**config.mk**
```make
export PLATFORM = sky130hd
export DESIGN_NAME = l2c_sub_bank
export DESIGN_NICKNAME = d
export VERILOG_FILES = /design/src/source/l2c_cfg_pkg.sv /design/src/source/l2c_req_pkg.sv /design/src/source/l2c_array.sv /design/src/source/l2c_ctrl.sv /design/src/source/l2c_resp.sv /design/src/source/l2c_sub_bank.sv /design/src/source/l2c_tag_cmp.sv
export SDC_FILE = /design/constraint.sdc
export NUM_CORES = 2
export LEC_CHECK = 0
export BUFFER_PORTS_ARGS = -buffer_cell sky130_fd_sc_hd__buf_2
export CORE_ASPECT_RATIO = 1.75
export CORE_MARGIN = 3
export CORE_UTILIZATION = 55
export CTS_BUF_LIST = sky130_fd_sc_hd__clkbuf_8 sky130_fd_sc_hd__clkbuf_16
export DETAILED_ROUTE_END_ITERATION = 10
export PLACE_DENSITY = 0.71
export SETUP_SLACK_MARGIN = 0.02
export SLEW_MARGIN = 10
export SYNTH_ARGS = -nofsm -noshare
export SYNTH_HDL_FRONTEND = slang
export SYNTH_MEMORY_MAX_BITS = 65536
export SYNTH_SLANG_ARGS = --single-unit
```
**constraint.sdc**
```tcl
create_clock -name forever_cpuclk -period 20.3 [get_ports forever_cpuclk]
set_input_delay 1.015 -clock forever_cpuclk [delete_from_list [all_inputs] [get_ports forever_cpuclk]]
set_output_delay 1.015 -clock forever_cpuclk [all_outputs]
set_load 0.05 [all_outputs]
```
**src/source/l2c_cfg_pkg.sv**
```systemverilog
// Bank geometry is fixed at 16 sets of 4 ways with 64-bit lines; the tag is addr[15:4], the index addr[3:0]
package l2c_cfg_pkg;

  // Line address split
  localparam int addr_w  = 16;
  localparam int index_w = 4;
  localparam int tag_w   = addr_w - index_w;

  // Array shape
  localparam int num_sets = 1 << index_w;
  localparam int num_ways = 4;
  localparam int line_w   = 64;

  typedef logic [$clog2(num_ways)-1:0] way_t;

  // One bit per way, used for write enables and valid bits
  typedef logic [num_ways-1:0] way_mask_t;

  typedef logic [index_w-1:0] index_t;

  typedef logic [tag_w-1:0] tag_t;

  typedef logic [line_w-1:0] line_t;

endpackage

```
**src/source/l2c_req_pkg.sv**
```systemverilog
// Response codes cover reads and full-line writes only; there are no partial writes and no write-back
package l2c_req_pkg;

  localparam int sid_w = 5;

  // Requester tag, returned unchanged with the completion
  typedef logic [sid_w-1:0] sid_t;

  // Write miss splits on whether the FIFO victim held a valid line
  typedef enum logic [2:0] {
    resp_rd_hit   = 3'd0,
    resp_rd_miss  = 3'd1,
    resp_wr_hit   = 3'd2,
    resp_wr_fill  = 3'd3,
    resp_wr_evict = 3'd4
  } resp_t;

endpackage

```
**src/source/l2c_array.sv**
```systemverilog
// One read row and one masked write per edge; a read of the row being written returns the old contents
`timescale 1ns/1ns

module l2c_array #(
  parameter type payload_t = l2c_cfg_pkg::line_t
) (
  input  logic                                     forever_cpuclk,
  input  logic                                     rd_en,
  input  l2c_cfg_pkg::index_t                      rd_index,
  input  l2c_cfg_pkg::index_t                      wr_index,
  input  l2c_cfg_pkg::way_mask_t                   wr_mask,
  input  payload_t                                 wr_data,
  output payload_t [l2c_cfg_pkg::num_ways-1:0]     rd_row
);

  payload_t [l2c_cfg_pkg::num_ways-1:0] mem [l2c_cfg_pkg::num_sets];

  // Whole row out, held until the next read
  always_ff @(posedge forever_cpuclk) begin
    if (rd_en) begin
      rd_row <= mem[rd_index];
    end
  end

  // Per-way write enables within the row
  always_ff @(posedge forever_cpuclk) begin
    for (int w = 0; w < l2c_cfg_pkg::num_ways; w++) begin
      if (wr_mask[w]) begin
        mem[wr_index][w] <= wr_data;
      end
    end
  end

endmodule

```
**src/source/l2c_ctrl.sv**
```systemverilog
// Four-phase req/ack front end; ack stays low while a write to the requested set is in compare
`timescale 1ns/1ns

module l2c_ctrl (
  input  logic                forever_cpuclk,
  input  logic                reset,
  input  logic                req,
  input  logic                req_write,
  input  l2c_cfg_pkg::index_t req_addr,
  input  logic                cmplt,
  output logic                ack,
  output logic                accept,
  output logic                cmp_vld,
  output logic                cmp_write,
  output l2c_cfg_pkg::index_t cmp_index,
  output logic                no_op
);

  logic hazard;

  // Array write and read of one row on the same edge would return stale data
  assign hazard = cmp_vld & cmp_write & (cmp_index == req_addr);

  assign accept = req & ~ack & ~hazard;

  // ack rises on accept, falls on the first edge with req low
  always_ff @(posedge forever_cpuclk) begin
    if (reset) begin
      ack <= 1'b0;
    end else if (accept) begin
      ack <= 1'b1;
    end else if (!req) begin
      ack <= 1'b0;
    end
  end

  // Compare stage lives for exactly one cycle
  always_ff @(posedge forever_cpuclk) begin
    if (reset) begin
      cmp_vld   <= 1'b0;
      cmp_write <= 1'b0;
    end else begin
      cmp_vld <= accept;
      if (accept) begin
        cmp_write <= req_write;
      end
    end
  end

  always_ff @(posedge forever_cpuclk) begin
    if (accept) begin
      cmp_index <= req_addr;
    end
  end

  // Busy from handshake through completion
  assign no_op = ~(ack | cmp_vld | cmplt);

endmodule

```
**src/source/l2c_resp.sv**
```systemverilog
// Completion is a single-cycle pulse with no back-pressure; cmplt_rdata is meaningful only on a read hit
`timescale 1ns/1ns

module l2c_resp (
  input  logic                                       forever_cpuclk,
  input  logic                                       reset,
  input  logic                                       accept,
  input  l2c_req_pkg::sid_t                          req_sid,
  input  l2c_cfg_pkg::line_t                         req_wdata,
  input  logic                                       cmp_vld,
  input  l2c_req_pkg::resp_t                         resp,
  input  l2c_cfg_pkg::way_t                          hit_way,
  input  l2c_cfg_pkg::line_t [l2c_cfg_pkg::num_ways-1:0] line_row,
  output l2c_cfg_pkg::line_t                         cmp_wdata,
  output logic                                       cmplt,
  output l2c_req_pkg::sid_t                          cmplt_sid,
  output l2c_req_pkg::resp_t                         cmplt_resp,
  output l2c_cfg_pkg::line_t                         cmplt_rdata
);

  l2c_req_pkg::sid_t cmp_sid;

  // Request payload held through the compare cycle
  always_ff @(posedge forever_cpuclk) begin
    if (accept) begin
      cmp_sid   <= req_sid;
      cmp_wdata <= req_wdata;
    end
  end

  always_ff @(posedge forever_cpuclk) begin
    if (reset) begin
      cmplt <= 1'b0;
    end else begin
      cmplt <= cmp_vld;
    end
  end

  // Hit way picks the line read at accept
  always_ff @(posedge forever_cpuclk) begin
    if (cmp_vld) begin
      cmplt_sid   <= cmp_sid;
      cmplt_resp  <= resp;
      cmplt_rdata <= line_row[hit_way];
    end
  end

endmodule

```
**src/source/l2c_sub_bank.sv**
```systemverilog
// One L2 bank, 16 sets x 4 ways; one request accepted per handshake, cmplt one cycle after ack rises
`timescale 1ns/1ns

module l2c_sub_bank (
  input  logic                          forever_cpuclk,
  input  logic                          reset,
  input  logic                          req,
  input  logic                          req_write,
  input  logic [l2c_cfg_pkg::addr_w-1:0] req_addr,
  input  l2c_req_pkg::sid_t             req_sid,
  input  l2c_cfg_pkg::line_t            req_wdata,
  output logic                          ack,
  output logic                          cmplt,
  output l2c_req_pkg::sid_t             cmplt_sid,
  output l2c_req_pkg::resp_t            cmplt_resp,
  output l2c_cfg_pkg::line_t            cmplt_rdata,
  output logic                          no_op
);

  logic                                          accept;
  logic                                          cmp_vld;
  logic                                          cmp_write;
  l2c_cfg_pkg::index_t                           cmp_index;
  l2c_cfg_pkg::way_mask_t                        wr_mask;
  l2c_cfg_pkg::tag_t                             wr_tag;
  l2c_cfg_pkg::way_t                             hit_way;
  l2c_req_pkg::resp_t                            resp;
  l2c_cfg_pkg::line_t                            cmp_wdata;
  l2c_cfg_pkg::tag_t [l2c_cfg_pkg::num_ways-1:0]  tag_row;
  l2c_cfg_pkg::line_t [l2c_cfg_pkg::num_ways-1:0] line_row;

  l2c_ctrl x_l2c_ctrl (
    .forever_cpuclk (forever_cpuclk                       ),
    .reset          (reset                                ),
    .req            (req                                  ),
    .req_write      (req_write                            ),
    .req_addr       (req_addr[l2c_cfg_pkg::index_w-1:0]   ),
    .cmplt          (cmplt                                ),
    .ack            (ack                                  ),
    .accept         (accept                               ),
    .cmp_vld        (cmp_vld                              ),
    .cmp_write      (cmp_write                            ),
    .cmp_index      (cmp_index                            ),
    .no_op          (no_op                                )
  );

  l2c_array #(.payload_t(l2c_cfg_pkg::tag_t)) x_l2c_tag_array (
    .forever_cpuclk (forever_cpuclk                       ),
    .rd_en          (accept                               ),
    .rd_index       (req_addr[l2c_cfg_pkg::index_w-1:0]   ),
    .wr_index       (cmp_index                            ),
    .wr_mask        (wr_mask                              ),
    .wr_data        (wr_tag                               ),
    .rd_row         (tag_row                              )
  );

  l2c_array #(.payload_t(l2c_cfg_pkg::line_t)) x_l2c_line_array (
    .forever_cpuclk (forever_cpuclk                       ),
    .rd_en          (accept                               ),
    .rd_index       (req_addr[l2c_cfg_pkg::index_w-1:0]   ),
    .wr_index       (cmp_index                            ),
    .wr_mask        (wr_mask                              ),
    .wr_data        (cmp_wdata                            ),
    .rd_row         (line_row                             )
  );

  l2c_tag_cmp x_l2c_tag_cmp (
    .forever_cpuclk (forever_cpuclk                                         ),
    .reset          (reset                                                  ),
    .accept         (accept                                                 ),
    .req_addr       (req_addr[l2c_cfg_pkg::addr_w-1:l2c_cfg_pkg::index_w]   ),
    .cmp_vld        (cmp_vld                                                ),
    .cmp_write      (cmp_write                                              ),
    .cmp_index      (cmp_index                                              ),
    .tag_row        (tag_row                                                ),
    .wr_mask        (wr_mask                                                ),
    .wr_tag         (wr_tag                                                 ),
    .hit_way        (hit_way                                                ),
    .resp           (resp                                                   )
  );

  l2c_resp x_l2c_resp (
    .forever_cpuclk (forever_cpuclk),
    .reset          (reset         ),
    .accept         (accept        ),
    .req_sid        (req_sid       ),
    .req_wdata      (req_wdata     ),
    .cmp_vld        (cmp_vld       ),
    .resp           (resp          ),
    .hit_way        (hit_way       ),
    .line_row       (line_row      ),
    .cmp_wdata      (cmp_wdata     ),
    .cmplt          (cmplt         ),
    .cmplt_sid      (cmplt_sid     ),
    .cmplt_resp     (cmplt_resp    ),
    .cmplt_rdata    (cmplt_rdata   )
  );

endmodule

```
**src/source/l2c_tag_cmp.sv**
```systemverilog
// Write misses allocate in strict per-set FIFO order; reads never allocate and lines are never invalidated
`timescale 1ns/1ns

module l2c_tag_cmp (
  input  logic                                      forever_cpuclk,
  input  logic                                      reset,
  input  logic                                      accept,
  input  l2c_cfg_pkg::tag_t                         req_addr,
  input  logic                                      cmp_vld,
  input  logic                                      cmp_write,
  input  l2c_cfg_pkg::index_t                       cmp_index,
  input  l2c_cfg_pkg::tag_t [l2c_cfg_pkg::num_ways-1:0] tag_row,
  output l2c_cfg_pkg::way_mask_t                    wr_mask,
  output l2c_cfg_pkg::tag_t                         wr_tag,
  output l2c_cfg_pkg::way_t                         hit_way,
  output l2c_req_pkg::resp_t                        resp
);

  l2c_cfg_pkg::tag_t      cmp_tag;
  l2c_cfg_pkg::way_mask_t valid [l2c_cfg_pkg::num_sets];
  l2c_cfg_pkg::way_t      fifo_ptr [l2c_cfg_pkg::num_sets];
  l2c_cfg_pkg::way_mask_t row_valid;
  l2c_cfg_pkg::way_mask_t hit_vec;
  l2c_cfg_pkg::way_t      victim;
  l2c_cfg_pkg::way_t      wr_way;
  logic                   hit;
  logic                   wr_en;

  always_ff @(posedge forever_cpuclk) begin
    if (accept) begin
      cmp_tag <= req_addr;
    end
  end

  assign row_valid = valid[cmp_index];
  assign victim    = fifo_ptr[cmp_index];

  // Tags within a set are unique, so at most one way hits
  always_comb begin
    hit_vec = '0;
    hit_way = '0;
    for (int w = 0; w < l2c_cfg_pkg::num_ways; w++) begin
      hit_vec[w] = row_valid[w] & (tag_row[w] == cmp_tag);
      if (hit_vec[w]) begin
        hit_way = l2c_cfg_pkg::way_t'(w);
      end
    end
  end

  assign hit    = |hit_vec;
  assign wr_en  = cmp_vld & cmp_write;
  assign wr_way = hit ? hit_way : victim;
  assign wr_tag = cmp_tag;

  // Same mask goes to tag and line arrays
  always_comb begin
    wr_mask = '0;
    if (wr_en) begin
      wr_mask[wr_way] = 1'b1;
    end
  end

  always_comb begin
    if (!cmp_write) begin
      resp = hit ? l2c_req_pkg::resp_rd_hit : l2c_req_pkg::resp_rd_miss;
    end else if (hit) begin
      resp = l2c_req_pkg::resp_wr_hit;
    end else if (row_valid[victim]) begin
      resp = l2c_req_pkg::resp_wr_evict;
    end else begin
      resp = l2c_req_pkg::resp_wr_fill;
    end
  end

  // Pointer moves only when a new line is allocated
  always_ff @(posedge forever_cpuclk) begin
    if (reset) begin
      for (int s = 0; s < l2c_cfg_pkg::num_sets; s++) begin
        valid[s]    <= '0;
        fifo_ptr[s] <= '0;
      end
    end else if (wr_en) begin
      valid[cmp_index][wr_way] <= 1'b1;
      if (!hit) begin
        fifo_ptr[cmp_index] <= victim + l2c_cfg_pkg::way_t'(1);
      end
    end
  end

endmodule
```
==> out/results.tsv <==
metric	value	unit
residual DRC count	0	
Worst Path Buf+Inv	5	
fillcell total	24180	
Startpoint Class	flip-flop	
number of buffers added on ports	163	
worst min path class	in -> reg	
PwrDens	98.19	mW/mm²
Clock transition at path regs	0.07	ns
initial core utilization	55.40	%
root buffer cell	clkbuf_16	
worst rel slew slack	10.61	%
Total Routing Usage GR	28.91	%
drt via density	6.769	
RSZ-0062 raised after global routing	false	
first-pass GRT wire length	759100	µm
Final Hold Fails	0	
initial antenna violation count	34	
WP data required	20.91	ns
Syn Inst Count	8125	
post_cts resized	0	
hpwl dp	301700	µm
CP peak stage delay	0.81	ns
setup bufs post-CTS	0	
Top Metal Used	met5	
CP arrival	8.27	ns
Worst Tran Pin Value	1.341	ns
f_max	0.1305	GHz
commonest cells in the netlist	edfxtp_1 (5357), mux4_2 (1517), clkbuf_1 (278), buf_1 (120), nor2_1 (116)	
core area	0.3671	mm²
peak supply drop	76.61	µV
Top Family by Delay on Critical Path	simple AND/OR/NAND/NOR gates	
worst path cell trace	buf_4, mux4_2, a22oi_1, nand3_1, nand4_1, buf_12, nand3_1, and3_4, buf_4, nor3_2, buf_4, buf_4	
DIE HEIGHT	810.5	µm
Final Cell Area	0.2264	mm²
drt pass-1 iters	5	
leakage	71.07	nW
pre-CTS WS	12.35	ns
setup_tns	0	ns
vias in the first global route	95860	
worst skew pair latency	1.02	ns
number of CTS-inserted buffers	459	
post-route ant nets	0	
Avg Cell Area, Syn	25.03	µm²
total number of vias	94180	
Wirelength per Cell	38.88	µm
asr flop ratio synth	0	%
Area contributors post-synth	edfxtp_1 (79%), mux4_2 (17%), dfxtp_1 (0.71%)	
Final period util	37.74	%
number of placed I/O pins	164	
dpl cells	13070	
largest net degree at the start of global routing	139	
met3 wire len	49820	µm
met2 wire length	276600	µm
GRT overflow	0	
initial DRC count	13590	
critical hold path startpoint	req_wdata[37]	
DIE WIDTH	465.7	µm
worst clock skew	0.05782	ns
max-cap violation count	0	
Worst path slowest cell	dfxtp_1	
synthesis-stage register bit count	5429	
reg-to-reg slack, setup	12.64	ns
num rows	294	
number of flops mapped to enable cells by yosys	5357	
Final Non-Filler Cells	13910	
outcome	finished, final reports clean	
CTS tree	built	
Yosys top cell by area	edfxtp_1	
cell mode on critical path	buf_4	
area share of the largest cell type after synthesis	79.09	%
Slew Limit Fails	0	
Post-CTS Hold Buffers	0	
yosys synthesis warning count	0	
most common cell in the netlist	edfxtp_1	
clk sinks	5429	
DRT Wirelength	540900	µm
Yosys cell types	41	
area delta synth->final	11.33	%
routability cong.	0.8502	
critical path class	reg -> reg	
Clock H-tree levels	5	
syn_nets	8214	
met1 WL	182800	µm
share of cells above drive strength 1	30.43	%
fin crit period	7.661	ns
worst setup margin	12.64	ns
Final Setup Violations	0	
Post-DP Area	0.2117	mm²
nets	8735	
CP Capture Type	flip-flop	
Die Area	0.3774	mm²
Clock Path Buffers	4	
Mapped Area	0.2034	mm²
worst-path fanout max	104	
Primary FF master, synth	edfxtp_1	
sequential area share after synthesis	79.80	%
-- kinds of logic after synthesis --
logic type      count (synthesis)  synth area share (%)
compound gates                275                 1.028
xor+xnor                       53                0.2282
buf+inv                       438                0.8550
flops                        5429                 79.80
mux                          1620                 17.31
simple gates                  310                0.7856
-- state kept, by name, indices dropped and copies added, names as in the netlist, named ones only --
name                     count
x_l2c_resp.cmplt             1
x_l2c_line_array.mem      4096
x_l2c_resp.cmplt_resp        3
x_l2c_resp.cmplt_sid         5
x_l2c_ctrl.cmp_write         1
x_l2c_tag_cmp.wr_tag        12
x_l2c_tag_cmp.valid         64
x_l2c_line_array.rd_row    256
x_l2c_tag_array.rd_row      48
x_l2c_ctrl.cmp_index         4
x_l2c_resp.cmp_wdata        64
x_l2c_resp.cmplt_rdata      64
x_l2c_ctrl.cmp_vld           1
x_l2c_ctrl.ack               1
x_l2c_tag_cmp.fifo_ptr      32
x_l2c_resp.cmp_sid           5
x_l2c_tag_array.mem        768
-- worst reg2reg max path: stages, from the launching register on --
cell and delay [ns]:
dfxtp_1 0.81, buf_4 0.43, mux4_2 0.56, a22oi_1 0.21
nand3_1 0.63, nand4_1 0.42, buf_12 0.38, nand3_1 0.70
and3_4 0.45, buf_4 0.42, nor3_2 0.81, buf_4 0.54
buf_4 0.82
-- path summary, 6_finish.rpt --
check        cells past startpoint                      endpoint
max                             12  x_l2c_line_array.mem[3][239]
min reg2reg                      0       x_l2c_resp.cmplt_sid[3]
min                              1      x_l2c_resp.cmp_wdata[37]
max reg2reg                     12  x_l2c_line_array.mem[3][239]
-- placed cells by master, fill, tap and decap left out, drive strengths merged, types with 67 or more instances in the layout --
cell type and instances:
a211oi 93, buf 497, clkbuf 469, clkinv 201
dfxtp 72, edfxtp 5357, inv 102, mux2i 98
mux4 1517, nor2 116, nor3 67
-- through the flow --
step	hold slack, ns	util (%)	power, mW
6_report	0.1655	61.68	22.23
5_1_grt	0.1383	61.67	22.79
4_1_cts	0.1198	61.67	22.34
3_5_place_dp	0.4251	57.68	13.76
3_3_place_gp	0.4139	57.66	13.73
2_1_floorplan	0.4003	-	13.33
-- power by group --
part,switching (mW),total [mW],internal [mW]
logic,0.660,1.03,0.373
clock network,3.96,8.72,4.77
registers,0.0696,12.5,12.4
-- per-layer routing --
metal  global-route usage (%)  vias to the layer above
met4                    14.27                       10
met1                    37.07                    50810
met5                        0                        -
met3                    5.055                     1093
met2                    48.29                     6067
li1                         -                    36200
-- area by class of cell --
cell class | count | area [µm²] | share of cell area [%]
Clock inverter | 360 | 2947 | 1.301
Antenna cell | 14 | 35.03 | 0.01547
Timing Repair Buffer | 497 | 3508 | 1.549
Clock buffer | 469 | 11700 | 5.168
Tap cell | 4884 | 6111 | 2.699
Sequential cell | 5429 | 162300 | 71.68
Multi-Input combinational cell | 2258 | 39820 | 17.59
Inverter | 1 | 3.754 | 0.001658
(Power assumes the default switching activity.)
